**src/soc_harness_defs.svh**
```systemverilog
`ifndef SOC_HARNESS_DEFS_SVH
`define SOC_HARNESS_DEFS_SVH

// bus widths
`define SH_ADDR_W       32
`define SH_DATA_W       64
`define SH_BE_W         8
`define SH_XLEN         64

// ----------------------------------------------------------
// address map
// ----------------------------------------------------------
`define SH_SRAM_BASE    32'h8000_0000
`define SH_SRAM_WORDS   512
`define SH_CLINT_BASE   32'h0200_0000
`define SH_CLINT_LEN    32'h0001_0000
`define SH_GPIO_BASE    32'h4000_0000
`define SH_GPIO_LEN     32'h0000_1000

// clint register offsets within its window
`define SH_MSIP_OFS     16'h0000
`define SH_MTIMECMP_OFS 16'h4000
`define SH_MTIME_OFS    16'hBFF8

`define SH_IRQ_ID_W     6
// cycles of debug hold-off after reset, short for simulation
`define SH_DBG_DELAY    16

`endif

```
**src/soc_harness_pkg.sv**
```systemverilog
`include "soc_harness_defs.svh"

package soc_harness_pkg;

  // ----------------------------------------------------------
  // bus payload types
  // ----------------------------------------------------------
  typedef logic [`SH_ADDR_W-1:0] addr_t;
  typedef logic [`SH_DATA_W-1:0] data_t;
  typedef logic [`SH_BE_W-1:0]   be_t;

  // ----------------------------------------------------------
  // interrupt types
  // ----------------------------------------------------------
  // machine-level pending vector, one bit per interrupt cause
  typedef logic [`SH_XLEN-1:0]     xlen_t;
  typedef logic [`SH_IRQ_ID_W-1:0] irq_id_t;

  // exit code as reported by the jtag or dmi side
  typedef logic [31:0] exit_t;

  // decoder target for the current request
  typedef enum logic [1:0] {
    SEL_SRAM,
    SEL_CLINT,
    SEL_ERR
  } slave_sel_e;

endpackage

```
**src/mem_bus_if.sv**
```systemverilog
`timescale 1ns/1ns
`include "soc_harness_defs.svh"

// single request/response slave bus, no back-pressure
interface mem_bus_if;

  logic                   req;
  logic                   we;
  logic [`SH_ADDR_W-1:0]  addr;
  logic [`SH_BE_W-1:0]    be;
  logic [`SH_DATA_W-1:0]  wdata;
  // valid the cycle after a read request
  logic [`SH_DATA_W-1:0]  rdata;

  modport host (
    output req,
    output we,
    output addr,
    output be,
    output wdata,
    input  rdata
  );

  modport dev (
    input  req,
    input  we,
    input  addr,
    input  be,
    input  wdata,
    output rdata
  );

endinterface

```
**src/clint_regs.sv**
```systemverilog
`timescale 1ns/1ns
`include "soc_harness_defs.svh"

module clint_regs (
  input  logic   clk_i,
  input  logic   rst_ni,
  input  logic   rtc_i,
  mem_bus_if.dev bus,
  output logic   timer_irq_o,
  output logic   soft_irq_o
);

  logic [15:0]            reg_ofs;
  logic                   wr_msip, wr_mtimecmp, wr_mtime;
  logic [2:0]             rtc_sync_q;
  logic                   rtc_rise;
  logic                   msip_q;
  logic                   timer_irq_q;
  soc_harness_pkg::data_t mtime_q;
  soc_harness_pkg::data_t mtimecmp_q;

  function automatic soc_harness_pkg::data_t merge_bytes(
    input soc_harness_pkg::data_t old_val,
    input soc_harness_pkg::data_t new_val,
    input soc_harness_pkg::be_t   be
  );
    soc_harness_pkg::data_t res;
    res = old_val;
    for (int i = 0; i < `SH_BE_W; i++) begin
      if (be[i]) begin
        res[8*i +: 8] = new_val[8*i +: 8];
      end
    end
    return res;
  endfunction

  // registers are 64-bit aligned
  assign reg_ofs     = {bus.addr[15:3], 3'b000};
  assign wr_msip     = bus.req && bus.we && (reg_ofs == `SH_MSIP_OFS);
  assign wr_mtimecmp = bus.req && bus.we && (reg_ofs == `SH_MTIMECMP_OFS);
  assign wr_mtime    = bus.req && bus.we && (reg_ofs == `SH_MTIME_OFS);

  // ----------------------------------------------------------
  // rtc synchronizer, two flops plus one for edge detect
  // ----------------------------------------------------------
  assign rtc_rise = rtc_sync_q[1] && !rtc_sync_q[2];

  always_ff @(posedge clk_i or negedge rst_ni) begin
    if (!rst_ni) begin
      rtc_sync_q  <= '0;
      msip_q      <= 1'b0;
      mtimecmp_q  <= '1;
      mtime_q     <= '0;
      timer_irq_q <= 1'b0;
    end else begin
      rtc_sync_q <= {rtc_sync_q[1:0], rtc_i};
      if (wr_msip && bus.be[0]) begin
        msip_q <= bus.wdata[0];
      end
      if (wr_mtimecmp) begin
        mtimecmp_q <= merge_bytes(mtimecmp_q, bus.wdata, bus.be);
      end
      // a software write beats a tick in the same cycle
      if (wr_mtime) begin
        mtime_q <= merge_bytes(mtime_q, bus.wdata, bus.be);
      end else if (rtc_rise) begin
        mtime_q <= mtime_q + 1'b1;
      end
      timer_irq_q <= (mtime_q >= mtimecmp_q);
    end
  end

  // read port, unknown offsets read zero
  always_ff @(posedge clk_i) begin
    if (bus.req && !bus.we) begin
      case (reg_ofs)
        `SH_MSIP_OFS:     bus.rdata <= {{(`SH_DATA_W-1){1'b0}}, msip_q};
        `SH_MTIMECMP_OFS: bus.rdata <= mtimecmp_q;
        `SH_MTIME_OFS:    bus.rdata <= mtime_q;
        default:          bus.rdata <= '0;
      endcase
    end
  end

  assign timer_irq_o = timer_irq_q;
  assign soft_irq_o  = msip_q;

endmodule

```
**src/flat_wrapper.sv**
```systemverilog
// flat-port wrapper written by rule: the top's interface ports become plain ports
module clint_regs_flat 
  (clk_i, rst_ni, rtc_i, timer_irq_o, soft_irq_o, bus_req, bus_we, bus_addr, bus_be, bus_wdata, bus_rdata);
  mem_bus_if bus_i ();
  input  logic clk_i;
  input  logic rst_ni;
  input  logic rtc_i;
  output logic timer_irq_o;
  output logic soft_irq_o;
  input wire logic [$bits(bus_i.req)-1:0] bus_req;
  input wire logic [$bits(bus_i.we)-1:0] bus_we;
  input wire logic [$bits(bus_i.addr)-1:0] bus_addr;
  input wire logic [$bits(bus_i.be)-1:0] bus_be;
  input wire logic [$bits(bus_i.wdata)-1:0] bus_wdata;
  output wire logic [$bits(bus_i.rdata)-1:0] bus_rdata;
  assign bus_i.req = bus_req;
  assign bus_i.we = bus_we;
  assign bus_i.addr = bus_addr;
  assign bus_i.be = bus_be;
  assign bus_i.wdata = bus_wdata;
  assign bus_rdata = bus_i.rdata;
  clint_regs u_core (.clk_i(clk_i), .rst_ni(rst_ni), .rtc_i(rtc_i), .bus(bus_i), .timer_irq_o(timer_irq_o), .soft_irq_o(soft_irq_o));
endmodule
```
**config.mk**
```make
export PLATFORM = sky130hd
export DESIGN_NAME = clint_regs_flat
export DESIGN_NICKNAME = d
export VERILOG_FILES = /design/src/soc_harness_pkg.sv /design/src/mem_bus_if.sv /design/src/clint_regs.sv /design/src/flat_wrapper.sv
export VERILOG_INCLUDE_DIRS = /design/src /design/src/src
export SDC_FILE = /design/constraint.sdc
export NUM_CORES = 1
export LEC_CHECK = 0
export ABC_AREA = 1
export BUFFER_PORTS_ARGS = -buffer_cell sky130_fd_sc_hd__buf_2
export CORE_MARGIN = 5
export CORE_UTILIZATION = 45
export CTS_CLUSTER_DIAMETER = 150
export DETAILED_ROUTE_END_ITERATION = 16
export GPL_TIMING_DRIVEN = 0
export PLACE_DENSITY = 0.65
export SLEW_MARGIN = 30
export SYNTH_ARGS = -nofsm -noshare
export SYNTH_HDL_FRONTEND = slang
export SYNTH_SLANG_ARGS = --single-unit
```
**constraint.sdc**
```tcl
create_clock -name clk_i -period 2.2 [get_ports clk_i]
set_input_delay 0.44 -clock clk_i [delete_from_list [all_inputs] [get_ports clk_i]]
set_output_delay 0.44 -clock clk_i [all_outputs]
set_load 0.01 [all_outputs]
```
==> results.md <==
* Status: finished with violations
* Failing checks: setup timing
* DR iter-0 viols at 1192
* Worst setup margin at -1.23 ps
* Hpwl dp at approximately 33 mm
* Vias in the first global route at about 11000
* Reg-to-Reg End: u_core.timer_irq_o
* CP peak stage delay at 530 ps
* Starting Density at 0.454
* WHS Path Cells at 1
* Fmax at 0.454 GHz
* Count leader, synth: nand2_1
* Synth unique cells at 40
* Final Cycle Share at 1.00
* Place WS at -546 ps
* Tot GR Track Use at 0.280
* Via density at 5.44
* Root buf cell: clkbuf_16
* Crit-path cells: buf_2, or2_1, nor4_1, nand3_2, clkbuf_1, o22ai_1
* Max-cap violations at 0
* Diodes inserted at 0
* Synth area leader: edfxtp_1
* Nets at 1954
* Die width at 174 um
* Worst-Margin Slew at 1040 ps
* Clock Path Buffers at 2
* Core Region at 26800 sq um
* Fin. Hold Viols at 0
* Fin crit period at 2200 ps
* I/O pin count at 175
* Path depth of the worst reg2reg path at 12
* Input/output buffers at 155
* Skew-Pair Late Insertion Delay at 440 ps
* Post-Syn Area at between 10000 and 15000 sq um
* Area share of the largest cell type after synthesis at 0.158
* Flop-to-flop setup slack at 60 ps
* Crit end category: flip-flop
* Post-route ant nets at 0
* CTS buffer count at 17
* Layout Utilization at 0.528
* Ys flop type: dfrtp_1
* Fin. max-slew vios at 0
* Total die area at 30400 sq um
* Compound-Gate Fraction of Synth Area at 0.118
* Wire length of the first global-routing pass at 65.7 mm
* Hold_sp: rtc_i
* # rows at 60
* Slew Limit Headroom at 0.307
* Worst EP required at about 2400 ps
* Largest family of logic cells by synthesized area: simple AND/OR/NAND/NOR gates
* RSZ-0062 raised after global routing: false
* DR WL/cell at 20.1 um
* DR vias at 11599
* CTS tree: yes
* Setup bufs post-CTS at 0
* P per Cell Area at approximately 600 nW/um^2
* Pre-Repair DR Iteration Count at 5
* Top cells by count, synth: 446 x nand2_1, 211 x inv_1, 196 x nor2_1
* Residual DRC at 0
* Syn Inst Count at 1602
* Leak at 6.45 nW
* Max IR drop VDD at 0.422 mV
* Clk sink count at ~200
* CP Data Arrival Time at around 2400 ps
* Largest cells by area after synthesis: edfxtp_1 16%, dfrtp_1 14%, dfstp_2 14%
* Final setup viols at 1
* Simple-gate area share of the yosys netlist at 0.278
* Adder-cell share of the synthesized area at 0.0669
* Crit start category: primary input
* CP top delay family: simple AND/OR/NAND/NOR gates
* Area Growth Syn to Fin at 16.4%
* WL final at 42.9 mm
* Post-Synth XOR/XNOR Area at 0.0137
* Final Skew at 11.7 ps
* RePlAce Congestion at 0.983
* Crit path max fanout at 10
* Slowest stage cell, crit path: clkbuf_1
* Die Ht at 174 um
* Layout cells sized above 1 at 0.189
* Post-synth EDFFs at 64
* Clock Pin Slew Worst Setup and Hold Paths at 80 ps
* Hold EP: u_core.rtc_sync_q[0]
* Grt ovf at 0
* Post-synthesis mux area share at 0
* Largest net degree at the start of global routing at 71
* Average cell area after synthesis at 7.59 sq um
* Hold_ws at about 100 ps
* Critical path class: primary input to flip-flop
* Reg2reg start: u_core.mtimecmp_q[5]
* Seq cells post-synth at 197
* YS warnings at 0
* Seq/Total Area, Yosys at 0.438
* H-tree depth at 4
* Hold Crit Class: primary input to flip-flop
* Syn_nets at 1776
* Initial antenna violation count at 1
* CP bufs+invs at 2
* Async set-reset flop share out of synthesis at 0.675
cell usage in the layout, fill, tap and decap left out, drive strengths merged:
| cell type | count |
|---|---|
| and2 | 3 |
| nand2 | 465 |
| clkinv | 3 |
| dlygate4sd3 | 1 |
| nor2 | 199 |
| clkinvlp | 1 |
| or2 | 3 |
| a21o | 1 |
| buf | 180 |
| nand4 | 20 |
| xor2 | 18 |
| inv | 226 |
| o21ai | 141 |
| nor4 | 5 |
| nand3 | 98 |
| nor3b | 1 |
| xnor2 | 1 |
| ha | 65 |
| clkbuf | 32 |
| o21a | 2 |
| bufinv | 2 |
| a21oi | 58 |
| edfxtp | 64 |
| nor3 | 11 |
| o22ai | 55 |
| o211ai | 5 |
| dfrtp | 69 |
| dfstp | 64 |
layout make-up:
| cell class | count | area, sq um |
|---|---|---|
| Clock buffer | 18 | 439 |
| Multi-Input combinational cell | 1151 | 5880 |
| Sequential cell | 197 | 5330 |
| Tap cell | 341 | 427 |
| Fill cell | 2645 | 12600 |
| Clock inverter | 14 | 163 |
| Inverter | 218 | 818 |
| Buffer | 36 | 219 |
| Timing Repair Buffer | 159 | 878 |
worst max path at each step:
stage / start / end / cells after the start
2_1_floorplan: bus_req / u_core.bus.rdata[0] / 2
3_3_place_gp: rst_ni / u_core.mtime_q[61] / 1
3_5_place_dp: bus_addr[12] / u_core.bus.rdata[33] / 6
4_1_cts: u_core.mtime_q[0] / u_core.mtime_q[39] / 10
5_1_grt: u_core.mtime_q[3] / u_core.mtime_q[59] / 9
6_report: bus_addr[12] / u_core.bus.rdata[21] / 6
metal layers:
layer	routed length [um]	track usage
met2	18600	0.425
met5	11	0
met4	1100	0.0706
met3	3180	0.0465
met1	20000	0.416
metrics by stage:
stage	setup TNS (ps)	area [sq um]	instances	total power, mW
floorplan	0	12200	1602	4.75
global placement	-164770	13400	2098	5.15
detailed placement	-35650	13500	2101	5.19
CTS	0	14100	2134	8.50
global route	0	14200	2134	8.87
finish	-1.23	14200	2134	8.52
state kept, by name, indices dropped and copies added (netlist names):
| name | flops |
|---|---|
| u_core.mtimecmp_q | 64 |
| u_core.soft_irq_o | 1 |
| u_core.mtime_q | 64 |
| u_core.timer_irq_o | 1 |
| u_core.bus.rdata | 64 |
| u_core.rtc_sync_q | 3 |
logic make-up (layout without fill, tap and decap cells):
group                      count (synthesis)  in the layout
AOI/OAI and AO/OA                        262            262
xor gates and xnor gates                  19             19
adders and majority gates                 65             65
buffers and inverters                    254            445
DFF                                      197            197
and+or+nand+nor                          805            805
power breakdown:
group,switching (mW),internal [mW]
Sequential,0.202,3.92
Combinational,0.670,0.385
Clock,1.59,1.75
Total,2.46,6.06
timing repair:
item | in CTS | in global routing
endpoints found under the hold margin | 31 | 0
gates resized for setup | 16 | 15
setup endpoints to repair | 27 | 24
hold buffers | 1 | 0
cloned | 0 | 0
Power figures use the tool's default switching activity.
