File: src/soc_harness_defs.svh
`ifndef SOC_HARNESS_DEFS_SVH
`define SOC_HARNESS_DEFS_SVH

// bus widths
`define SH_ADDR_W       32
`define SH_DATA_W       64
`define SH_BE_W         8
`define SH_XLEN         64

// ----------------------------------------------------------
// address map
// ----------------------------------------------------------
`define SH_SRAM_BASE    32'h8000_0000
`define SH_SRAM_WORDS   512
`define SH_CLINT_BASE   32'h0200_0000
`define SH_CLINT_LEN    32'h0001_0000
`define SH_GPIO_BASE    32'h4000_0000
`define SH_GPIO_LEN     32'h0000_1000

// clint register offsets within its window
`define SH_MSIP_OFS     16'h0000
`define SH_MTIMECMP_OFS 16'h4000
`define SH_MTIME_OFS    16'hBFF8

`define SH_IRQ_ID_W     6
// cycles of debug hold-off after reset, short for simulation
`define SH_DBG_DELAY    16

`endif

File: src/soc_harness_pkg.sv
`include "soc_harness_defs.svh"

package soc_harness_pkg;

  // ----------------------------------------------------------
  // bus payload types
  // ----------------------------------------------------------
  typedef logic [`SH_ADDR_W-1:0] addr_t;
  typedef logic [`SH_DATA_W-1:0] data_t;
  typedef logic [`SH_BE_W-1:0]   be_t;

  // ----------------------------------------------------------
  // interrupt types
  // ----------------------------------------------------------
  // machine-level pending vector, one bit per interrupt cause
  typedef logic [`SH_XLEN-1:0]     xlen_t;
  typedef logic [`SH_IRQ_ID_W-1:0] irq_id_t;

  // exit code as reported by the jtag or dmi side
  typedef logic [31:0] exit_t;

  // decoder target for the current request
  typedef enum logic [1:0] {
    SEL_SRAM,
    SEL_CLINT,
    SEL_ERR
  } slave_sel_e;

endpackage

File: src/debug_gate.sv
`timescale 1ns/1ns
`include "soc_harness_defs.svh"

module debug_gate (
  input  logic                   clk_i,
  input  logic                   rst_ni,
  input  logic                   dbg_jtag_sel_i,
  input  logic                   dbg_enable_i,
  input  logic                   jtag_dbg_req_i,
  input  logic                   dmi_dbg_req_i,
  input  soc_harness_pkg::exit_t jtag_exit_i,
  input  soc_harness_pkg::exit_t dmi_exit_i,
  output logic                   debug_req_o,
  output soc_harness_pkg::exit_t exit_o
);

  localparam int unsigned cnt_w = $clog2(`SH_DBG_DELAY + 1);

  logic [cnt_w-1:0] delay_cnt_q;
  logic             src_req;
  logic             hold_off;

  // ----------------------------------------------------------
  // post-reset hold-off
  // ----------------------------------------------------------
  // gives the core time to run its boot code before the first halt
  always_ff @(posedge clk_i or negedge rst_ni) begin
    if (!rst_ni) begin
      delay_cnt_q <= cnt_w'(`SH_DBG_DELAY);
    end else if (delay_cnt_q != '0) begin
      delay_cnt_q <= delay_cnt_q - 1'b1;
    end
  end

  assign hold_off = (delay_cnt_q != '0);

  // ----------------------------------------------------------
  // source selection
  // ----------------------------------------------------------
  assign src_req     = dbg_jtag_sel_i ? jtag_dbg_req_i : dmi_dbg_req_i;
  assign debug_req_o = !hold_off && dbg_enable_i && src_req;

  // exit code follows the same source as the debug request
  assign exit_o = dbg_jtag_sel_i ? jtag_exit_i : dmi_exit_i;

endmodule

File: config.mk
export PLATFORM = sky130hd
export DESIGN_NAME = debug_gate
export DESIGN_NICKNAME = d
export VERILOG_FILES = /design/src/soc_harness_pkg.sv /design/src/debug_gate.sv
export VERILOG_INCLUDE_DIRS = /design/src /design/src/src
export SDC_FILE = /design/constraint.sdc
export NUM_CORES = 1
export LEC_CHECK = 0
export BUFFER_PORTS_ARGS = -buffer_cell sky130_fd_sc_hd__clkbuf_2
export CAP_MARGIN = 20
export CORE_ASPECT_RATIO = 1.1
export CORE_MARGIN = 4
export CORE_UTILIZATION = 28
export DETAILED_ROUTE_END_ITERATION = 6
export PLACE_DENSITY = 0.79
export SYNTH_ARGS = -nofsm -noshare
export SYNTH_HDL_FRONTEND = slang
export SYNTH_SLANG_ARGS = --single-unit
File: constraint.sdc
create_clock -name clk_i -period 1.7 [get_ports clk_i]
set_input_delay 0.34 -clock clk_i [delete_from_list [all_inputs] [get_ports clk_i]]
set_output_delay 0.34 -clock clk_i [all_outputs]
set_load 0.01 [all_outputs]
==> impl_metrics.tcl, run 1 <==
set metrics [dict create \
    start_util_pct 29.4 \
    timing.final.crit_share_pct 99.1 \
    vias 878 \
    syn_area_um2 662 \
    finalNetCount 244 \
    cts.path.max_buffers 2 \
    clk_pin_slew_ps 40 \
    postLayoutCellArea_mm2 0.00133 \
    preCtsSetupSlack_ps 148 \
    grt_max_degree 21 \
    drive_gt1_share_pct 88.9 \
    die_h_um 59.0 \
    fp-row-count 18 \
    dp_cells 189 \
    final_max_slew_viol_count 0 \
    clk_latency_ps 240 \
    ant_nets 0 \
    place_congestion 0.726 \
    synth_cell_types 16 \
    io_buffer_count 102 \
    setup_viol 0 \
    ys_top_cells_by_count "mux2_2, buf_2, dfrtp_1, mux2_1" \
    top_register "delay_cnt_q" \
    synth_fp_nets 130 \
    rsz0062_at_grt "yes" \
    coreArea_mm2 0.00225 \
    wl_per_cell_um 14.5 \
    worstSetupPathType "flop to primary output" \
    drtIter0Drc 10 \
    critical_path_required_ps 1360 \
    max-slew-margin-rel_pct 82.0 \
    groute.usage.overall_pct 16.8 \
    fin_util_pct 58.9 \
    period_needed_ps 1680 \
    power.density_mw_per_mm2 390 \
    setup_slack_ps 15.7 \
    power_mw 0.517 \
    synth.avg_cell_area_um2 11.4 \
    antenna_found_initial 0 \
    yosys-top-cells-area "mux2_2, dfrtp_1, mux2_1" \
    fp.dieArea_mm2 0.00321 \
    dp_hpwl_um 2580 \
    grt_first_pass_wirelength_um 4030 \
    placed_cell_area_mm2 0.00122 \
    critPathMaxFanout 2 \
    peakVddDrop_v 0.000284 \
    top_regs "delay_cnt_q: 5 flops" \
    ctsRootBufferMaster "clkbuf_4" \
    drc 0 \
    diodes 0 \
    start_kind "flop" \
    fin_skew_ps 1.02 \
    arrival_ps 1340 \
    io-pin-count 103 \
    syn_inst 58 \
    hp-class "input port to asynchronous set/reset pin" \
    hold_viol_final 0 \
    fin_cells 201 \
    max_slew.worst_pin.slew_ps 268 \
    grt_pass1_vias 938 \
    first_pass_iters 2 \
    fp.dieW_um 54.4 \
    end_kind "primary output" \
    ys_ff_latch 5 \
    overflow 0 \
    timing.max_cap.violations 0 \
    htree_levels 1 \
    yosysTopAreaCellShare_pct 51.0 \
    fmax_mhz 594 \
    yosys_most_used_dff "dfrtp_1" \
    cts_buffers 3 \
    wl_um 2920 \
    largest_register_ffs 5 \
    outcome "complete, no violations" \
    ys_warn_count 0 \
    cts_tree "done" \
    clock-sinks 5 \
    p_leak_nw 0.775 \
    synth_most_common_cell "mux2_2" \
    avgViaCountPerCell 4.37 \
    synth-edff-count 0 \
    synth_seq_area_share_pct 19.1 \
    area_growth_pct 100 \
    yosysTopAreaCell "mux2_2" \
    async_reset_ff_share_pct 100 \
]
## layout by cell type, fill, tap and decap left out, drive strengths merged
master	netlist	final
a21oi	1	1
and3	1	1
inv	2	2
buf	4	11
mux2	34	34
nor4b	1	1
mux2i	1	1
dfstp	1	1
ha	2	2
xnor2	2	2
o31ai	1	1
nor2	2	2
nor3b	1	1
or4	1	1
dlygate4sd3	0	1
clkbuf	0	105
dfrtp	4	4
## power breakdown
| part | switching (mW) | internal (mW) |
|---|---|---|
| combinational | 0.109 | 0.156 |
| sequential | 0 | 0.120 |
| clock | 0.0447 | 0.0885 |
## critical path, stage by stage, from the launching register on
cell and delay [ps]:
dfrtp_1 380, inv_2 90, ha_4 130, nor4b_4 190, and3_1 190, buf_2 130
## kinds of logic after synthesis
| kind of cell | after synthesis | share of synthesized area (%) |
|---|---|---|
| AO/OA/AOI/OAI | 2 | 2.46 |
| XOR/XNOR | 2 | 2.65 |
| adder cells (fa/ha/maj) | 2 | 3.78 |
| buffers and inverters | 6 | 4.16 |
| flip-flops | 5 | 19.1 |
| multiplexers | 35 | 59.4 |
| AND/OR/NAND/NOR | 6 | 8.51 |
## what timing repair did
action | in CTS | in global routing
hold buffers | 1 | 0
gates resized for setup | 4 | 1
buffers inserted | 5 | 2
endpoints found under the hold margin | 4 | 0
setup endpoints to repair | 1 | 1
pin swaps | 2 | 2
## metrics by stage
stage / TNS [ps] / hold WS, ps
2_1_floorplan: 0 / 44.4
3_3_place_gp: 0 / 155
3_5_place_dp: 0 / 162
4_1_cts: -5.76 / 439
5_1_grt: -85.2 / 465
6_report: 0 / 447
## layer usage
| layer | share of wire, % | vias up | track usage, % | wire length (um) |
|---|---|---|---|---|
| li1 | - | 439 | - | - |
| met3 | 13 | 4 | 4.79 | 390 |
| met2 | 55 | 50 | 32.1 | 1610 |
| met1 | 30 | 385 | 15.7 | 875 |
| met5 | 0 | - | 0 | 0 |
| met4 | 1.6 | 0 | 7.83 | 48 |
## cell type report
| class | count | area [um^2] |
|---|---|---|
| timing repair buffer | 113 | 608 |
| tap | 30 | 37.5 |
| multi-input combinational | 47 | 520 |
| inverter | 2 | 7.51 |
| sequential | 5 | 126 |
| fill | 196 | 926 |
| clock buffer | 4 | 26.3 |
## final timing paths
path	from	end	slack (ps)	depth (start not counted)
hold / removal	rst_ni	delay_cnt_q[0]	450	2
setup reg to reg	delay_cnt_q[0]	delay_cnt_q[4]	300	5
setup / recovery	delay_cnt_q[0]	debug_req_o	20	5
min in group clk_i	delay_cnt_q[0]	delay_cnt_q[0]	610	2
hold reg to reg	delay_cnt_q[0]	delay_cnt_q[0]	610	2
max in group asynchronous	rst_ni	delay_cnt_q[4]	1040	2
Power figures use the tool's default switching activity.
==> inputs of run 2 (changes only) <==
Settings changed: REMOVE_ABC_BUFFERS set to 1.
==> impl_metrics.tcl, run 2 (synthesis gave the netlist of run 1 again) <==
set metrics [dict create \
    fmax_mhz 586 \
    groute.usage.overall_pct 17.7 \
    wl_um 3120 \
    setup_slack_ps -6.12 \
    timing.max_cap.violations 0 \
    preCtsSetupSlack_ps 120 \
    drc 0 \
    cts_tree "done" \
    ctsRootBufferMaster "clkbuf_4" \
    end_kind "primary output" \
    die_h_um 59.0 \
    clock-sinks 5 \
    grt_max_degree 11 \
    max_stage_delay_ps 380 \
    antenna_found_initial 0 \
    crit_chain "inv_2, ha_4, nor4b_4, and3_1, buf_2" \
    finalNetCount 247 \
    fin_skew_ps 2.43 \
    top_regs "delay_cnt_q: 5 flops" \
    violations "setup timing" \
    area_growth_pct 102 \
    setup_viol 1 \
    mostFrequentLayoutCells "clkbuf_2, mux2_2, buf_4" \
    hp-class "input port to asynchronous set/reset pin" \
    drive_gt1_share_pct 89.1 \
    start_util_pct 29.4 \
    diodes 0 \
    wl_per_cell_um 15.3 \
    ant_nets 0 \
    vias 906 \
    arrival_ps 1370 \
    p_leak_nw 0.785 \
    htree_levels 1 \
    overflow 0 \
    outcome "finished with violations" \
    largest_register_ffs 5 \
    hold_viol_final 0 \
    final_common_cell "clkbuf_2" \
    peakVddDrop_v 0.000282 \
    io-pin-count 103 \
    max_slew.worst_pin.slew_ps 248 \
    final_max_slew_viol_count 0 \
    dp_hpwl_um 2780 \
    power.density_mw_per_mm2 391 \
    io_buffer_count 102 \
    drtIter0Drc 14 \
    clk_pin_slew_ps 40 \
    critical_path_depth 5 \
    critical_path_required_ps 1360 \
    period_needed_ps 1710 \
    rsz0062_at_grt "yes" \
    timing.final.crit_share_pct 100 \
    start_kind "flop" \
    avgViaCountPerCell 4.44 \
    fp-row-count 18 \
    crit_slowest_cell "dfrtp_1" \
    place_congestion 0.817 \
    clk_latency_ps 240 \
    crit_buf_inv 2 \
    worstSetupPathType "flop to primary output" \
    worst_hold_slack_ps 448 \
    fp.dieW_um 54.4 \
    first_pass_iters 4 \
    coreArea_mm2 0.00225 \
    fillers 202 \
    crit_family "simple AND/OR/NAND/NOR gates" \
    grt_first_pass_wirelength_um 4120 \
    top_register "delay_cnt_q" \
    r2r_cells 5 \
    fp.dieArea_mm2 0.00321 \
    grt_pass1_vias 895 \
    cts.path.max_buffers 2 \
    max-slew-margin-rel_pct 83.3 \
    multiInputGateArea_um2 520 \
    seqCellArea_um2 126 \
    critPathMaxFanout 2 \
    cts_buffers 3 \
]
## run 2: changes by cell type in the layout (fill, tap and decap cells not counted)
| cell | before | now |
|---|---|---|
| buf_4 | 9 | 13 |
| buf_12 | 1 | 0 |
## run 2: final cells by class
type                    instances  area share, %
repair buffers                116           46.3
multi-input cells              47           39.0
flip-flops and latches          5           9.46
well taps                      30           2.81
clock buffers                   4           1.97
inverters                       2          0.562
## run 2: layer usage
| metal | vias up | track usage (%) | wire [um] | share of wire (%) |
|---|---|---|---|---|
| met1 | 412 | 18.0 | 1020 | 33 |
| met4 | 0 | 4.27 | 0 | 0 |
| met5 | - | 0 | 0 | 0 |
| li1 | 447 | - | - | - |
| met2 | 47 | 33.0 | 1640 | 52 |
| met3 | 0 | 6.30 | 458 | 15 |
## run 2: worst paths after layout
| kind | start | end | slack [ps] |
|---|---|---|---|
| worst max-delay path | delay_cnt_q[0] | debug_req_o | -6 |
| worst min register to register | delay_cnt_q[3] | delay_cnt_q[3] | 640 |
| worst max register to register | delay_cnt_q[1] | delay_cnt_q[4] | 300 |
| worst min-delay path | rst_ni | delay_cnt_q[2] | 450 |
| min in group clk_i | delay_cnt_q[3] | delay_cnt_q[3] | 640 |
| max in group asynchronous | rst_ni | delay_cnt_q[4] | 1040 |
## run 2: through the flow
step | cell area [um^2] | cells | setup TNS [ps] | total power [mW] | util, %
2_1_floorplan | 642 | 54 | 0 | 0.226 | -
3_3_place_gp | 1230 | 191 | 0 | 0.380 | 54.5
3_5_place_dp | 1230 | 191 | 0 | 0.388 | 54.5
4_1_cts | 1310 | 200 | -14.9 | 0.532 | 58.0
5_1_grt | 1340 | 204 | -103 | 0.565 | 59.3
6_report | 1340 | 204 | -6.12 | 0.522 | 59.3
## run 2: power breakdown
group	total [mW]	switching, mW	leakage (nW)	internal (mW)
Clock	0.135	0.0463	0.0150	0.0886
Combinational	0.268	0.112	0.704	0.156
Sequential	0.120	0	0.0662	0.120
Total	0.522	0.159	0.785	0.364
## run 2: worst reg2reg max path: cells and delay by family (launching register included)
| kind | cells | cell delay [ps] |
|---|---|---|
| buffers and inverters | 2 | 190 |
| adder cells (fa/ha/maj) | 1 | 170 |
| flip-flops | 1 | 390 |
| multiplexers | 1 | 360 |
| AND/OR/NAND/NOR | 1 | 220 |
## run 2: what timing repair did
item                                   4_1_cts  5_1_grt
setup endpoints to repair                    1        1
hold buffers                                 1        0
gates resized for setup                      4        1
buffers inserted                             4        4
endpoints found under the hold margin        4        0
pin swaps                                    2        2
