<file path="config.mk">
export PLATFORM = sky130hd
export DESIGN_NAME = bus_decoder_flat
export DESIGN_NICKNAME = d
export VERILOG_FILES = /design/src/soc_harness_pkg.sv /design/src/mem_bus_if.sv /design/src/bus_decoder.sv /design/src/flat_wrapper.sv
export VERILOG_INCLUDE_DIRS = /design/src /design/src/src
export SDC_FILE = /design/constraint.sdc
export NUM_CORES = 1
export LEC_CHECK = 0
export ABC_AREA = 1
export BUFFER_PORTS_ARGS = -buffer_cell sky130_fd_sc_hd__buf_2
export CELL_PAD_IN_SITES_DETAIL_PLACEMENT = 0
export CELL_PAD_IN_SITES_GLOBAL_PLACEMENT = 1
export CORE_AREA = 2 2 200 202
export CTS_CLUSTER_DIAMETER = 80
export DETAILED_ROUTE_END_ITERATION = 10
export DIE_AREA = 0 0 202 204
export PLACE_DENSITY = 0.47
export SYNTH_ARGS = -nofsm -noshare
export SYNTH_HDL_FRONTEND = slang
export SYNTH_SLANG_ARGS = --single-unit
export TNS_END_PERCENT = 5
</file>
<file path="constraint.sdc">
create_clock -name clk_i -period 2.8 [get_ports clk_i]
set_input_delay 0.14 -clock clk_i [delete_from_list [all_inputs] [get_ports clk_i]]
set_output_delay 0.14 -clock clk_i [all_outputs]
set_load 0.005 [all_outputs]
</file>
<file path="src/soc_harness_defs.svh">
`ifndef SOC_HARNESS_DEFS_SVH
`define SOC_HARNESS_DEFS_SVH

// bus widths
`define SH_ADDR_W       32
`define SH_DATA_W       64
`define SH_BE_W         8
`define SH_XLEN         64

// ----------------------------------------------------------
// address map
// ----------------------------------------------------------
`define SH_SRAM_BASE    32'h8000_0000
`define SH_SRAM_WORDS   512
`define SH_CLINT_BASE   32'h0200_0000
`define SH_CLINT_LEN    32'h0001_0000
`define SH_GPIO_BASE    32'h4000_0000
`define SH_GPIO_LEN     32'h0000_1000

// clint register offsets within its window
`define SH_MSIP_OFS     16'h0000
`define SH_MTIMECMP_OFS 16'h4000
`define SH_MTIME_OFS    16'hBFF8

`define SH_IRQ_ID_W     6
// cycles of debug hold-off after reset, short for simulation
`define SH_DBG_DELAY    16

`endif

</file>
<file path="src/soc_harness_pkg.sv">
`include "soc_harness_defs.svh"

package soc_harness_pkg;

  // ----------------------------------------------------------
  // bus payload types
  // ----------------------------------------------------------
  typedef logic [`SH_ADDR_W-1:0] addr_t;
  typedef logic [`SH_DATA_W-1:0] data_t;
  typedef logic [`SH_BE_W-1:0]   be_t;

  // ----------------------------------------------------------
  // interrupt types
  // ----------------------------------------------------------
  // machine-level pending vector, one bit per interrupt cause
  typedef logic [`SH_XLEN-1:0]     xlen_t;
  typedef logic [`SH_IRQ_ID_W-1:0] irq_id_t;

  // exit code as reported by the jtag or dmi side
  typedef logic [31:0] exit_t;

  // decoder target for the current request
  typedef enum logic [1:0] {
    SEL_SRAM,
    SEL_CLINT,
    SEL_ERR
  } slave_sel_e;

endpackage

</file>
<file path="src/mem_bus_if.sv">
`timescale 1ns/1ns
`include "soc_harness_defs.svh"

// single request/response slave bus, no back-pressure
interface mem_bus_if;

  logic                   req;
  logic                   we;
  logic [`SH_ADDR_W-1:0]  addr;
  logic [`SH_BE_W-1:0]    be;
  logic [`SH_DATA_W-1:0]  wdata;
  // valid the cycle after a read request
  logic [`SH_DATA_W-1:0]  rdata;

  modport host (
    output req,
    output we,
    output addr,
    output be,
    output wdata,
    input  rdata
  );

  modport dev (
    input  req,
    input  we,
    input  addr,
    input  be,
    input  wdata,
    output rdata
  );

endinterface

</file>
<file path="src/bus_decoder.sv">
`timescale 1ns/1ns
`include "soc_harness_defs.svh"

module bus_decoder (
  input  logic                   clk_i,
  input  logic                   rst_ni,
  input  logic                   bus_req_i,
  input  logic                   bus_we_i,
  input  soc_harness_pkg::addr_t bus_addr_i,
  input  soc_harness_pkg::be_t   bus_be_i,
  input  soc_harness_pkg::data_t bus_wdata_i,
  output logic                   bus_rvalid_o,
  output soc_harness_pkg::data_t bus_rdata_o,
  output logic                   bus_err_o,
  mem_bus_if.host                sram_bus,
  mem_bus_if.host                clint_bus
);

  localparam soc_harness_pkg::addr_t sram_bytes = `SH_SRAM_WORDS * `SH_BE_W;

  soc_harness_pkg::addr_t     sram_ofs, clint_ofs, gpio_ofs;
  logic                       sram_hit, clint_hit, gpio_hit;
  soc_harness_pkg::slave_sel_e sel_d, sel_q;
  logic                       valid_q;
  logic                       we_q;

  // offsets wrap below the base, so one compare per window is enough
  assign sram_ofs  = bus_addr_i - `SH_SRAM_BASE;
  assign clint_ofs = bus_addr_i - `SH_CLINT_BASE;
  assign gpio_ofs  = bus_addr_i - `SH_GPIO_BASE;

  assign sram_hit  = sram_ofs < sram_bytes;
  assign clint_hit = clint_ofs < `SH_CLINT_LEN;
  assign gpio_hit  = gpio_ofs < `SH_GPIO_LEN;

  // gpio has no slave behind it and answers like an unmapped hole
  always_comb begin
    sel_d = soc_harness_pkg::SEL_ERR;
    if (gpio_hit) begin
      sel_d = soc_harness_pkg::SEL_ERR;
    end else if (sram_hit) begin
      sel_d = soc_harness_pkg::SEL_SRAM;
    end else if (clint_hit) begin
      sel_d = soc_harness_pkg::SEL_CLINT;
    end
  end

  // ----------------------------------------------------------
  // request steering
  // ----------------------------------------------------------
  assign sram_bus.req   = bus_req_i && (sel_d == soc_harness_pkg::SEL_SRAM);
  assign sram_bus.we    = bus_we_i;
  assign sram_bus.addr  = sram_ofs;
  assign sram_bus.be    = bus_be_i;
  assign sram_bus.wdata = bus_wdata_i;

  assign clint_bus.req   = bus_req_i && (sel_d == soc_harness_pkg::SEL_CLINT);
  assign clint_bus.we    = bus_we_i;
  assign clint_bus.addr  = clint_ofs;
  assign clint_bus.be    = bus_be_i;
  assign clint_bus.wdata = bus_wdata_i;

  // ----------------------------------------------------------
  // response cycle
  // ----------------------------------------------------------
  always_ff @(posedge clk_i or negedge rst_ni) begin
    if (!rst_ni) begin
      valid_q <= 1'b0;
      we_q    <= 1'b0;
      sel_q   <= soc_harness_pkg::SEL_ERR;
    end else begin
      valid_q <= bus_req_i;
      we_q    <= bus_we_i;
      sel_q   <= sel_d;
    end
  end

  always_comb begin
    bus_rdata_o = '0;
    if (valid_q && !we_q) begin
      case (sel_q)
        soc_harness_pkg::SEL_SRAM:  bus_rdata_o = sram_bus.rdata;
        soc_harness_pkg::SEL_CLINT: bus_rdata_o = clint_bus.rdata;
        default:                    bus_rdata_o = '0;
      endcase
    end
  end

  assign bus_rvalid_o = valid_q;
  assign bus_err_o    = valid_q && (sel_q == soc_harness_pkg::SEL_ERR);

endmodule

</file>
<file path="src/flat_wrapper.sv">
// flat-port wrapper written by rule: the top's interface ports become plain ports
module bus_decoder_flat 
  (clk_i, rst_ni, bus_req_i, bus_we_i, bus_addr_i, bus_be_i, bus_wdata_i, bus_rvalid_o, bus_rdata_o, bus_err_o, sram_bus_req, sram_bus_we, sram_bus_addr, sram_bus_be, sram_bus_wdata, sram_bus_rdata, clint_bus_req, clint_bus_we, clint_bus_addr, clint_bus_be, clint_bus_wdata, clint_bus_rdata);
  mem_bus_if sram_bus_i ();
  mem_bus_if clint_bus_i ();
  input  logic clk_i;
  input  logic rst_ni;
  input  logic bus_req_i;
  input  logic bus_we_i;
  input  soc_harness_pkg::addr_t bus_addr_i;
  input  soc_harness_pkg::be_t bus_be_i;
  input  soc_harness_pkg::data_t bus_wdata_i;
  output logic bus_rvalid_o;
  output soc_harness_pkg::data_t bus_rdata_o;
  output logic bus_err_o;
  output wire logic [$bits(sram_bus_i.req)-1:0] sram_bus_req;
  output wire logic [$bits(sram_bus_i.we)-1:0] sram_bus_we;
  output wire logic [$bits(sram_bus_i.addr)-1:0] sram_bus_addr;
  output wire logic [$bits(sram_bus_i.be)-1:0] sram_bus_be;
  output wire logic [$bits(sram_bus_i.wdata)-1:0] sram_bus_wdata;
  input wire logic [$bits(sram_bus_i.rdata)-1:0] sram_bus_rdata;
  output wire logic [$bits(clint_bus_i.req)-1:0] clint_bus_req;
  output wire logic [$bits(clint_bus_i.we)-1:0] clint_bus_we;
  output wire logic [$bits(clint_bus_i.addr)-1:0] clint_bus_addr;
  output wire logic [$bits(clint_bus_i.be)-1:0] clint_bus_be;
  output wire logic [$bits(clint_bus_i.wdata)-1:0] clint_bus_wdata;
  input wire logic [$bits(clint_bus_i.rdata)-1:0] clint_bus_rdata;
  assign sram_bus_req = sram_bus_i.req;
  assign sram_bus_we = sram_bus_i.we;
  assign sram_bus_addr = sram_bus_i.addr;
  assign sram_bus_be = sram_bus_i.be;
  assign sram_bus_wdata = sram_bus_i.wdata;
  assign sram_bus_i.rdata = sram_bus_rdata;
  assign clint_bus_req = clint_bus_i.req;
  assign clint_bus_we = clint_bus_i.we;
  assign clint_bus_addr = clint_bus_i.addr;
  assign clint_bus_be = clint_bus_i.be;
  assign clint_bus_wdata = clint_bus_i.wdata;
  assign clint_bus_i.rdata = clint_bus_rdata;
  bus_decoder u_core (.clk_i(clk_i), .rst_ni(rst_ni), .bus_req_i(bus_req_i), .bus_we_i(bus_we_i), .bus_addr_i(bus_addr_i), .bus_be_i(bus_be_i), .bus_wdata_i(bus_wdata_i), .bus_rvalid_o(bus_rvalid_o), .bus_rdata_o(bus_rdata_o), .bus_err_o(bus_err_o), .sram_bus(sram_bus_i), .clint_bus(clint_bus_i));
endmodule
</file>
==> results_dict.tcl <==
set metrics [dict create \
    drt_pre_antenna_iters 4 \
    clock_path_buffers 2 \
    drive_gt1_share_pct 58.02 \
    p_int_uw 360.8 \
    swShare_pct 29.64 \
    synth_ff_type "dfrtp_1" \
    cp_max_fo 40 \
    post-dp-hpwl_um 11590 \
    synth_nets 725 \
    yosysWarnings 0 \
    seqPwrFrac_pct 11.8 \
    overflow 0 \
    yosysSeqAreaShare_pct 3.328 \
    dr.first_iter.drc_count 309 \
    grt.busiest_layer "met2" \
    met1_usage_pct 5.915 \
    root_buffer "clkbuf_16" \
    worstSetupPathType "register to output port" \
    fin_tns_setup_ns 0 \
    drc 0 \
    min-delay-start "bus_req_i" \
    ant_nets 0 \
    worst_setup_path_end_kind "output port" \
    synth_edf_count 0 \
    async_flop_share_pct 100.0 \
    place_inst 1056 \
    synth_cells 488 \
    crit_family "buffers and inverters" \
    start_util_pct 7.772 \
    pwr-share-comb_pct 43.0 \
    grt_pass1_vias 3027 \
    status "completed" \
    cts_tree "done" \
    ctsResizeCount 0 \
    critPathLaunchType "register" \
    wl_per_cell_um 13.16 \
    path_clk_slew_ns 0.03 \
    grt_use_met2_pct 10.48 \
    syn_avg_cell_area_um2 6.241 \
    cts_buffers 3 \
    synth_cell_types 21 \
    nNetsFinal 774 \
    hold_buffers 1 \
    fillers 4625 \
    min_to "u_core.bus_rvalid_o$_DFF_PN0_" \
    die_x_um 202 \
    wirelength_um 13970 \
    die_y_um 204 \
    period_share_pct 71.72 \
    vias 3203 \
    io_buffers 261 \
    fin_cells 1062 \
    clock_power_share_pct 45.3 \
    slew_violations 0 \
    gp_congestion 0.7875 \
    via_per_inst 3.016 \
    cap_violations 0 \
    place_ws_ns 1.023 \
    grt_pass1_wl_um 18850 \
    fin_ws_ns 0.7920 \
    powerDensity_nw_per_um2 145.0 \
    worst-path-buf-inv 3 \
    boundaryPins 514 \
    cts_max_level 1 \
    clkSinkCount 4 \
    setup_viol 0 \
    worstMarginPinSlew_ns 0.7759 \
    path_cells "inv_2 > buf_4 > nand3_1 > a21oi_1 > buf_2" \
    max_freq_mhz 498.0 \
    vdd_ir_drop_max_mv 0.08446 \
    maxSlewHeadroom_pct 48.27 \
    whs_path_depth 1 \
    syn_area_um2 3045 \
    met3_usage_pct 3.492 \
    hold_viol_final 0 \
    die_area_um2 41210 \
    cp.required_ns 2.66 \
    antenna_found_initial 0 \
    p_sw_uw 152.0 \
    fin_util_pct 9.027 \
    grt.total_usage_pct 6.072 \
    grt_max_degree 66 \
    arrival_ns 1.87 \
    p_total_uw 512.8 \
    leakagePower_uw 0.001528 \
    rsz0062_at_grt "no" \
    hold_path_class "input port to register" \
    ys_ff_latch 4 \
    min_period_ns 2.008 \
    post-cts-setup-buffers 0 \
    syn_to_final_growth_pct 16.15 \
    row_count 73 \
    cpPeakStageDelay_ns 0.53 \
    cp_slowest_cell "inv_2" \
    core_um2 39180 \
]
[per-layer routing]
| metal | share of wire (%) | routed length [um] |
|---|---|---|
| met1 | 34 | 4748 |
| met4 | 3.2 | 445 |
| met3 | 16 | 2237 |
| met2 | 46 | 6493 |
| met5 | 0.34 | 48 |
[cell families after synthesis]
| kind of cell | share of synthesized area, % |
|---|---|
| DFF | 3.328 |
| and+or+nand+nor | 26.46 |
| xor gates and xnor gates | 0.5342 |
| adders and majority gates | 0.4108 |
| AOI/OAI and AO/OA | 12.65 |
| buffers and inverters | 56.61 |
[per-stage QoR]
stage | hold WS (ns) | instance area (um^2)
after floorplan | -0.1556 | 3045
final | 0.08688 | 3537
after detailed placement | -0.04688 | 3446
after global placement | -0.04798 | 3446
after global routing | 0.1126 | 3535
after CTS | 0.1111 | 3535
[cells in the mapped netlist (2+ instances only)]
master      n  share of area, %
nand2_2     5               1.0
dfrtp_1     3               2.5
inv_1      13               1.6
a21oi_2    16               4.6
nor2_1      9               1.1
nor2_2      5               1.0
clkbuf_1    2              0.25
nand3_1    70                12
nand4_1     2              0.41
nand2_1    75               9.2
nor3_1      3              0.49
buf_2      16               2.6
buf_4     211                52
a21oi_1    49               8.1
nor2_4      3               1.1
[how the worst max path moves through the flow]
stage	endpoint	slack, ns	cells after the start	startpoint
final	bus_rdata_o[37]	0.79	5	u_core.sel_q[1]$_DFF_PN1_
after global routing	bus_rdata_o[41]	0.66	5	u_core.sel_q[1]$_DFF_PN1_
after CTS	bus_rdata_o[5]	0.77	5	u_core.sel_q[1]$_DFF_PN1_
after detailed placement	bus_rdata_o[5]	1.02	5	u_core.sel_q[1]$_DFF_PN1_
after global placement	bus_rdata_o[61]	0.98	5	u_core.sel_q[1]$_DFF_PN1_
after floorplan	clint_bus_req	1.60	10	bus_addr_i[25]
[registers in the layout, summed over array words and instances (netlist names)]
| signal | count |
|---|---|
| u_core.bus_rvalid_o | 1 |
| u_core.sel_q | 2 |
| u_core.we_q | 1 |
[cell usage in the layout, fill, tap and decap left out, types with 3 or more instances in the layout]
cell type  instances
nand3_1           70
clkbuf_16          3
buf_2            261
a21oi_1           49
inv_1             12
nor3_1             3
nor2_2             5
buf_4              9
nand2_2            5
nor2_4             3
nor2_1             9
nand2_1           75
a21oi_2           16
[cell type report]
type | count | area (um^2) | area share, %
Antenna cell | 1 | 2.502 | 0.07075
Inverter | 14 | 52.55 | 1.486
Clock buffer | 4 | 78.83 | 2.229
Timing Repair Buffer | 273 | 1424 | 40.25
Tap cell | 525 | 656.9 | 18.57
Multi-Input combinational cell | 241 | 1220 | 34.49
Sequential cell | 4 | 102.6 | 2.901
[power groups by stage]
stage	Sequential, uW	Combinational (uW)	Clock, uW
after floorplan	60.9	278	0
after global placement	60.9	226	0
after detailed placement	60.9	223	0
after CTS	60.3	226	235
after global routing	60.4	242	240
final	60.3	220	232
No activity file was read; power rests on OpenSTA's default activity.
