--- config.mk ---
export PLATFORM = sky130hd
export DESIGN_NAME = irq_router
export DESIGN_NICKNAME = d
export VERILOG_FILES = /design/src/soc_harness_pkg.sv /design/src/irq_router.sv
export VERILOG_INCLUDE_DIRS = /design/src /design/src/src
export SDC_FILE = /design/constraint.sdc
export NUM_CORES = 1
export LEC_CHECK = 0
export BUFFER_PORTS_ARGS = -buffer_cell sky130_fd_sc_hd__buf_2
export CAP_MARGIN = 30
export CELL_PAD_IN_SITES_DETAIL_PLACEMENT = 0
export CELL_PAD_IN_SITES_GLOBAL_PLACEMENT = 1
export CORE_UTILIZATION = 27
export CTS_BUF_LIST = sky130_fd_sc_hd__clkbuf_8 sky130_fd_sc_hd__clkbuf_16
export CTS_CLUSTER_DIAMETER = 120
export DETAILED_ROUTE_END_ITERATION = 6
export HOLD_SLACK_MARGIN = 0.08
export PLACE_DENSITY_LB_ADDON = 0.1
export SETUP_SLACK_MARGIN = 0.15
export SKIP_LAST_GASP = 1
export SLEW_MARGIN = 20
export SYNTH_ARGS = -nofsm -noshare
export SYNTH_HDL_FRONTEND = slang
export SYNTH_SLANG_ARGS = --single-unit
export TNS_END_PERCENT = 50
--- constraint.sdc ---
create_clock -name clk_i -period 0.8 [get_ports clk_i]
set_input_delay 0.16 -clock clk_i [delete_from_list [all_inputs] [get_ports clk_i]]
set_output_delay 0.16 -clock clk_i [all_outputs]
set_load 0.02 [all_outputs]
--- src/soc_harness_defs.svh ---
`ifndef SOC_HARNESS_DEFS_SVH
`define SOC_HARNESS_DEFS_SVH

// bus widths
`define SH_ADDR_W       32
`define SH_DATA_W       64
`define SH_BE_W         8
`define SH_XLEN         64

// ----------------------------------------------------------
// address map
// ----------------------------------------------------------
`define SH_SRAM_BASE    32'h8000_0000
`define SH_SRAM_WORDS   512
`define SH_CLINT_BASE   32'h0200_0000
`define SH_CLINT_LEN    32'h0001_0000
`define SH_GPIO_BASE    32'h4000_0000
`define SH_GPIO_LEN     32'h0000_1000

// clint register offsets within its window
`define SH_MSIP_OFS     16'h0000
`define SH_MTIMECMP_OFS 16'h4000
`define SH_MTIME_OFS    16'hBFF8

`define SH_IRQ_ID_W     6
// cycles of debug hold-off after reset, short for simulation
`define SH_DBG_DELAY    16

`endif

--- src/soc_harness_pkg.sv ---
`include "soc_harness_defs.svh"

package soc_harness_pkg;

  // ----------------------------------------------------------
  // bus payload types
  // ----------------------------------------------------------
  typedef logic [`SH_ADDR_W-1:0] addr_t;
  typedef logic [`SH_DATA_W-1:0] data_t;
  typedef logic [`SH_BE_W-1:0]   be_t;

  // ----------------------------------------------------------
  // interrupt types
  // ----------------------------------------------------------
  // machine-level pending vector, one bit per interrupt cause
  typedef logic [`SH_XLEN-1:0]     xlen_t;
  typedef logic [`SH_IRQ_ID_W-1:0] irq_id_t;

  // exit code as reported by the jtag or dmi side
  typedef logic [31:0] exit_t;

  // decoder target for the current request
  typedef enum logic [1:0] {
    SEL_SRAM,
    SEL_CLINT,
    SEL_ERR
  } slave_sel_e;

endpackage

--- src/irq_router.sv ---
`timescale 1ns/1ns
`include "soc_harness_defs.svh"

module irq_router (
  input  logic                     clk_i,
  input  logic                     rst_ni,
  input  logic [1:0]               ext_irq_i,
  input  logic                     timer_irq_i,
  input  logic                     soft_irq_i,
  output logic                     irq_valid_o,
  output soc_harness_pkg::irq_id_t irq_id_o,
  output soc_harness_pkg::xlen_t   irq_onehot_o
);

  soc_harness_pkg::xlen_t   pending;
  soc_harness_pkg::irq_id_t id_d;
  soc_harness_pkg::xlen_t   onehot_d;

  // standard mip layout, msip 3, mtip 7, seip 9, meip 11
  always_comb begin
    pending     = '0;
    pending[3]  = soft_irq_i;
    pending[7]  = timer_irq_i;
    pending[9]  = ext_irq_i[1];
    pending[11] = ext_irq_i[0];
  end

  // highest set bit wins
  always_comb begin
    id_d     = '0;
    onehot_d = '0;
    for (int i = 0; i < `SH_XLEN; i++) begin
      if (pending[i]) begin
        id_d = soc_harness_pkg::irq_id_t'(i);
      end
    end
    if (|pending) begin
      onehot_d[id_d] = 1'b1;
    end
  end

  always_ff @(posedge clk_i or negedge rst_ni) begin
    if (!rst_ni) begin
      irq_valid_o  <= 1'b0;
      irq_id_o     <= '0;
      irq_onehot_o <= '0;
    end else begin
      irq_valid_o  <= |pending;
      irq_id_o     <= id_d;
      irq_onehot_o <= onehot_d;
    end
  end

endmodule

==> flow_summary_export.csv, run 1 <==
group,metric,value,unit
clock_tree,cts.sinks,21,
synth,ys_ff_latch,21,
synth,syn_inst,84,
routing,post-route-drc-count,0,
cells_and_area,nets,133,
global_route,grt_max_degree,22,
placement,numPortBuffers,26,
global_route,overflow,0,
global_route,grt_pass1_wl,1460,µm
clock_tree,clk_pin_slew_worst_paths,70,ps
power,vdd_drop_max,490,µV
floorplanning,die-area,3850,µm²
cells_and_area,fin_util,0.348,
power,power_frac_seq,0.514,
synth,ys_types,12,
placement,dp_cells,168,
timing,fin_ws,-125,ps
worst_setup_path,worst-path-buf-inv,1,
power,p_int,1.56,mW
placement,hpwl,875,µm
worst_setup_path,cp_slowest_stage_delay,390,ps
placement,placed_cell_area,1020,µm²
timing,hold_viol,21,
clock_tree,cts_made_buffers,3,
power,clkPwrFrac,0.286,
floorplanning,io-pin-count,77,
worst_setup_path,crit_type,"register to output port",
floorplanning,fp.coreArea,3390,µm²
floorplanning,fp.dieH,62.1,µm
synth,syn_avg_cell_area,11.6,µm²
routing,wirelength,1100,µm
worst_setup_path,endpoint_kind,"output port",
clock_tree,cts_tree,"done",
global_route,antenna_found_initial,0,
clock_tree,post-cts-setup-buffers,0,
timing,rsz0062_at_grt,"true",
synth,synth_xor_area_frac,0,
power,sw_frac_of_total,0.291,
timing,finalSetupTns,-2370,ps
worst_setup_path,cp_data_arrival_time,770,ps
routing,drt_iter0_markers,4,
cells_and_area,final_area,1180,µm²
floorplanning,row_count,21,
timing,report.final.setup_viol,21,
synth,post_synth_fa_ha_maj_area_fraction,0,
placement,gp_congestion,0.627,
worst_setup_path,required,640,ps
cells_and_area,drive_above_1_share,0.254,
floorplanning,fp.dieW,62.1,µm
timing,fmax,1.08,GHz
synth,synthSimpleGateAreaFrac,0.0449,
run_status,status,"finished, violations left",
power,leakagePower,0.648,nW
cells_and_area,area_growth,21.2,%
synth,synth_top_family_by_area,"buffers and inverters",
floorplanning,initial_utilization,0.288,
global_route,grt_pass1_vias,358,
clock_tree,cts_root_buf,"clkbuf_8",
synth,yosys_warnings,0,
power,combPwrFrac,0.200,
routing,ant_nets,0,
hold_path,hold_path.class,"input pin to asynchronous set/reset pin",
synth,syn_area,975,µm²
worst_setup_path,cp_cell_sequence,"buf_6",
cells_and_area,antenna-diode-count,0,
power,switchingPower,0.642,mW
run_status,violations,"hold timing, setup timing",
synth,synthMuxAreaShare,0,
routing,via_count,477,
synth,synth-compound-area-share,0.00770,
timing,fin_crit_sh,1.16,
timing,finalCriticalPeriod,925,ps
placement,dp_slack,-183,ps
routing,wl_per_cell,6.40,µm
clock_tree,htreeDepth,1,
job,maxCapViolations,0,
global_route,grt_usage,0.0556,
worst_setup_path,crit_family,"flip-flops",
worst_setup_path,crit_path_start_kind,"register",
clock_tree,cts.path.max_buffers,2,
cells_and_area,fin_cells,172,
timing,hold_ws,-158,ps
routing,firstDrtPassIters,3,
worst_setup_path,critPathSlowestCell,"dfrtp_1",
worst_setup_path,worstPathMaxFanout,1,
power,total_power,2.20,mW
routing,vias_per_cell,2.77,
synth,ys_seq_area_frac,0.539,
power,power_density,1860,nW/µm²
timing,slew_violations,0,
-- cells in the final DEF, fill, tap and decap left out --
cell / instances
buf_6: 18
clkbuf_8: 3
conb_1: 62
or3_1: 2
nor2_1: 3
nor3b_1: 1
o21bai_1: 1
dfrtp_1: 21
buf_2: 8
or2_1: 1
buf_4: 3
nor2b_1: 1
inv_1: 2
-- final cells by class --
| class | instances | area (µm²) |
|---|---|---|
| Fill cell | 345 | 2210 |
| Sequential cell | 21 | 526 |
| Multi-Input combinational cell | 71 | 284 |
| Timing Repair Buffer | 29 | 265 |
| Tap cell | 46 | 57.6 |
| Clock buffer | 3 | 41.3 |
| Clock inverter | 1 | 3.75 |
| Inverter | 1 | 3.75 |
-- what timing repair did --
action                     4_1_cts  5_1_grt
setup endpoints to repair       23       23
hold endpoints to repair        21       21
resized for setup               22       14
-- synthesized netlist by cell type (all sizes together) --
master | count | area (µm²)
conb | 1 | 3.75
or3 | 2 | 12.5
nor2 | 3 | 11.3
o21bai | 1 | 7.51
nor2b | 1 | 6.26
buf | 51 | 387
inv | 1 | 3.75
dfrtp | 21 | 526
or2 | 1 | 6.26
clkbuf | 1 | 3.75
nor3b | 1 | 7.51
-- cell families after synthesis --
logic type / Yosys count
and+or+nand+nor: 8
DFF: 21
buffers and inverters: 53
other: 1
AOI/OAI and AO/OA: 1
-- path summary, 6_finish.rpt --
kind                       cells past startpoint               end              from  slack (ps)
max                                            1  irq_onehot_o[12]  irq_onehot_o[12]        -130
min                                            1  irq_onehot_o[10]            rst_ni        -160
max in group asynchronous                      1  irq_onehot_o[11]            rst_ni         660
min in group clk_i                             2   irq_onehot_o[3]       timer_irq_i         110
-- sequential cells by signal, summed over array words and instances, names as in the netlist --
register and flops:
irq_valid_o 1, irq_onehot_o 16, irq_id_o 4
-- layer usage --
metal | GRT usage | vias up | wire length (µm)
met5 | 0 | - | 0
met4 | 0.0381 | 0 | 0
met3 | 0.0269 | 0 | 154
met2 | 0.0942 | 45 | 586
met1 | 0.0527 | 209 | 360
li1 | - | 223 | -
-- power groups by stage --
stage	clock network (mW)	registers (mW)	logic, mW
final	0.629	1.13	0.440
after global routing	0.725	1.14	0.484
after CTS	0.662	1.13	0.418
after detailed placement	0	1.14	0.391
after global placement	0	1.14	0.391
after floorplan	0	1.21	0.417
No activity file was read; power rests on OpenSTA's default activity.
==> inputs of run 2 (changes only) <==
- CTS_BUF_LIST: sky130_fd_sc_hd__clkbuf_8 sky130_fd_sc_hd__clkbuf_16 -> unset
==> flow_summary_export.csv, run 2 (synthesized netlist as in run 1, its figures left out) <==
group,metric,value,unit
power,leakagePower,0.636,nW
floorplanning,fp.dieH,62.1,µm
clock_tree,cts_root_buf,"clkbuf_4",
worst_setup_path,cp_slowest_stage_delay,400,ps
floorplanning,row_count,21,
cells_and_area,fin_util,0.343,
clock_tree,clk_pin_slew_worst_paths,100,ps
timing,fin_ws,-171,ps
worst_setup_path,critPathSlowestCell,"dfrtp_1",
worst_setup_path,crit_family,"flip-flops",
clock_tree,cts.sinks,21,
global_route,overflow,0,
timing,rsz0062_at_grt,"true",
placement,gp_congestion,0.627,
global_route,antenna_found_initial,0,
routing,ant_nets,0,
global_route,grt_pass1_vias,361,
worst_setup_path,endpoint_kind,"output port",
cells_and_area,final_common_cell,"conb_1",
global_route,grt_max_degree,22,
floorplanning,io-pin-count,77,
cells_and_area,largest_reg_flops,16,
cells_and_area,fin_cells,172,
run_status,status,"finished, violations left",
routing,wl_per_cell,6.38,µm
routing,via_count,476,
worst_setup_path,worstPathMaxFanout,1,
cells_and_area,antenna-diode-count,0,
placement,numPortBuffers,26,
clock_tree,cts.path.max_buffers,2,
clock_tree,cts_tree,"done",
routing,firstDrtPassIters,2,
cells_and_area,area_growth,19.3,%
power,vdd_drop_max,420,µV
timing,finalCriticalPeriod,971,ps
placement,dp_cells,168,
placement,hpwl,875,µm
floorplanning,die-area,3850,µm²
floorplanning,fp.dieW,62.1,µm
cells_and_area,final_cell_mix,"conb_1 (62), dfrtp_1 (21), buf_6 (18)",
job,maxCapViolations,0,
timing,fin_crit_sh,1.21,
hold_path,hold_path.class,"input pin to asynchronous set/reset pin",
global_route,grt_pass1_wl,1470,µm
timing,hold_ws,-204,ps
cells_and_area,top_register,"irq_onehot_o",
power,power_density,1750,nW/µm²
worst_setup_path,crit_type,"register to output port",
floorplanning,initial_utilization,0.288,
run_status,violations,"hold timing, setup timing",
clock_tree,htreeDepth,1,
cells_and_area,top_regs,"irq_onehot_o (16), irq_id_o (4), irq_valid_o (1)",
worst_setup_path,cp_cell_sequence,"buf_6",
routing,post-route-drc-count,0,
routing,vias_per_cell,2.77,
routing,drt_iter0_markers,6,
worst_setup_path,crit_path_start_kind,"register",
worst_setup_path,cp_data_arrival_time,810,ps
timing,slew_violations,0,
routing,wirelength,1100,µm
worst_setup_path,required,640,ps
clock_tree,cts_made_buffers,3,
timing,fmax,1.03,GHz
floorplanning,fp.coreArea,3390,µm²
worst_setup_path,worst-path-buf-inv,1,
timing,report.final.setup_viol,21,
timing,hold_viol,21,
cells_and_area,drive_above_1_share,0.254,
global_route,grt_usage,0.0560,
cells_and_area,nets,133,
## run 2: cell types whose count changed in the layout (fill, tap and decap cells not counted), sizes merged
cell / previous run / this run
clkbuf: 3 / 4
inv: 2 / 1
## run 2: how the worst max path moves through the flow
| stage | start | to | slack, ps | cells past startpoint |
|---|---|---|---|---|
| 3_5_place_dp | ext_irq_i[1] | irq_valid_o | -180 | 3 |
| 2_1_floorplan | ext_irq_i[1] | irq_id_o[0] | -120 | 3 |
| 5_1_grt | irq_id_o[0] | irq_id_o[0] | -240 | 1 |
| 6_report | irq_id_o[0] | irq_id_o[0] | -170 | 1 |
| 4_1_cts | irq_onehot_o[3] | irq_onehot_o[3] | -200 | 1 |
| 3_3_place_gp | ext_irq_i[1] | irq_valid_o | -150 | 3 |
## run 2: final cells by class
| type | count | area, µm² |
|---|---|---|
| sequential | 21 | 526 |
| timing repair buffer | 29 | 265 |
| clock buffer | 4 | 26.3 |
| multi-input combinational | 71 | 284 |
| inverter | 1 | 3.75 |
| fill | 344 | 2230 |
| tap | 46 | 57.6 |
## run 2: per-stage QoR
stage	cell area (µm²)	total power [mW]	setup TNS, ps	worst slack, ps	hold WS [ps]
2_1_floorplan	1200	1.63	-235	-118	-136
3_3_place_gp	1020	1.53	-365	-149	129
3_5_place_dp	1020	1.53	-396	-183	129
4_1_cts	1120	2.05	-3890	-201	-202
5_1_grt	1160	2.19	-4730	-242	-207
6_report	1160	2.03	-3390	-171	-204
## run 2: power by group
group	internal, mW	switching (mW)
registers	1.11	0.0211
logic	0.109	0.331
clock network	0.193	0.270
total	1.41	0.622
## run 2: repair_timing
item | 4_1_cts | 5_1_grt
endpoints found under the setup margin | 22 | 22
gates resized for setup | 22 | 14
pin swaps | 0 | 0
hold endpoints to repair | 23 | 23
buffers inserted | 0 | 0
## run 2: layer usage
layer  routed length (µm)  vias up  track usage  part of all wire
met4                    0        0       0.0381                 0
met1                  361      206       0.0553              0.33
met5                    0        -            0                 0
li1                     -      225            -                 -
met3                  154        0       0.0269              0.14
met2                  582       45       0.0927              0.53
==> inputs of run 3 (changes only) <==
- CORE_UTILIZATION: 27 -> 29
- RECOVER_POWER: unset -> 100
- clock period: 0.8 -> 1.3 ns (I/O delays scaled with it)
==> flow_summary_export.csv, run 3 (synthesized netlist as in run 1, its figures left out) <==
group,metric,value,unit
run_status,status,"complete, no violations",
cells_and_area,area_growth,3.08,%
power,p_int,0.825,mW
hold_path,hold_path_depth,1,
cells_and_area,final_common_cell,"conb_1",
worst_setup_path,cp_slowest_stage_delay,340,ps
routing,wirelength,1150,µm
routing,post-route-drc-count,0,
timing,report.final.setup_viol,0,
floorplanning,die-area,3600,µm²
worst_setup_path,cp_cell_sequence,"clkbuf_1",
worst_setup_path,crit_type,"register to output port",
clock_tree,post_cts_resized,0,
floorplanning,fp.dieH,60.0,µm
cells_and_area,nets,131,
cells_and_area,final_cell_mix,"conb_1 (62), clkbuf_1 (25), dfrtp_1 (21)",
cells_and_area,nFillCells,350,
power,sw_frac_of_total,0.317,
clock_tree,htreeDepth,1,
timing,rsz0062_at_grt,"false",
global_route,antenna_found_initial,0,
power,combPwrFrac,0.188,
floorplanning,initial_utilization,0.312,
power,clkPwrFrac,0.239,
job,maxCapViolations,0,
cells_and_area,multi_input_area,284,µm²
global_route,overflow,0,
routing,drt_iter0_markers,11,
timing,fmax,0.869,GHz
worst_setup_path,cp_data_arrival_time,890,ps
clock_tree,post-cts-setup-buffers,0,
cells_and_area,largest_reg_flops,16,
placement,hpwl,918,µm
worst_setup_path,required,1040,ps
cells_and_area,antenna-diode-count,0,
cells_and_area,final_area,1000,µm²
clock_tree,cts_made_buffers,3,
routing,wl_per_cell,6.87,µm
worst_setup_path,endpoint_kind,"output port",
cells_and_area,fin_util,0.321,
clock_tree,cts_root_buf,"clkbuf_4",
floorplanning,row_count,20,
placement,dp_slack,190,ps
worst_setup_path,crit_start,"irq_valid_o",
clock_tree,clk_pin_slew_worst_paths,100,ps
worst_setup_path,worst-path-stages,1,
worst_setup_path,setup.worst_path.end,"irq_valid_o",
routing,firstDrtPassIters,2,
clock_tree,cts_tree,"done",
clock_tree,cts.path.max_buffers,2,
timing,hold_viol,0,
power,vdd_drop_max,313,µV
worst_setup_path,critPathSlowestCell,"dfrtp_1",
placement,gp_congestion,0.612,
power,leakagePower,0.522,nW
floorplanning,io-pin-count,77,
power,switchingPower,0.383,mW
cells_and_area,top_register,"irq_onehot_o",
cells_and_area,regArea,526,µm²
global_route,grt_usage,0.0611,
placement,numPortBuffers,26,
timing,fin_crit_sh,0.885,
worst_setup_path,crit_family,"flip-flops",
routing,vias_per_cell,2.76,
floorplanning,fp.coreArea,3130,µm²
timing,finalSetupTns,0,ps
global_route,grt_max_degree,22,
global_route,grt_pass1_wl,1490,µm
timing,slew_violations,0,
floorplanning,fp.dieW,60.0,µm
worst_setup_path,worstPathMaxFanout,1,
global_route,grt_pass1_vias,319,
clock_tree,cts.sinks,21,
hold_path,hold_path.class,"input pin to register",
power,power_frac_seq,0.572,
cells_and_area,top_regs,"irq_onehot_o (16), irq_id_o (4), irq_valid_o (1)",
clock_tree,hold_buffers,1,
timing,finalCriticalPeriod,1150,ps
placement,placed_cell_area,998,µm²
worst_setup_path,crit_path_start_kind,"register",
worst_setup_path,worst-path-buf-inv,1,
power,power_density,1200,nW/µm²
routing,ant_nets,0,
routing,via_count,464,
timing,fin_ws,149,ps
cells_and_area,drive_above_1_share,0.0403,
[run 3: worst min-delay path by stage]
stage | startpoint | endpoint | slack (ps)
2_1_floorplan | rst_ni | irq_id_o[0] | -40
3_3_place_gp | rst_ni | irq_onehot_o[12] | 230
3_5_place_dp | rst_ni | irq_onehot_o[12] | 230
4_1_cts | ext_irq_i[0] | irq_onehot_o[11] | 90
5_1_grt | ext_irq_i[0] | irq_onehot_o[11] | 110
6_report | ext_irq_i[0] | irq_onehot_o[11] | 120
[run 3: power groups by stage]
stage	clock, mW	sequential [mW]	combinational [mW]
detailed placement	0	0.703	0.234
global route	0.333	0.695	0.248
floorplan	0	0.745	0.257
CTS	0.315	0.690	0.237
global placement	0	0.703	0.234
finish	0.289	0.691	0.228
[run 3: cell type report]
cell class | instances | area share
Tap cell | 44 | 0.0548
Multi-Input combinational cell | 71 | 0.283
Sequential cell | 21 | 0.523
Clock buffer | 4 | 0.0262
Timing Repair Buffer | 27 | 0.110
Inverter | 1 | 0.00374
[run 3: metrics by stage]
stage	power [mW]	std cells	hold slack, ps
finish	1.21	168	122
global route	1.28	168	108
CTS	1.24	168	89.6
detailed placement	0.938	163	232
global placement	0.938	163	229
floorplan	1.00	145	-35.6
[run 3: metal layers]
layer | track usage | vias up | wire (µm)
met2 | 0.0937 | 44 | 532
li1 | - | 221 | -
met4 | 0.0498 | 0 | 0
met1 | 0.0691 | 199 | 492
met3 | 0.0195 | 0 | 130
met5 | 0 | - | 0
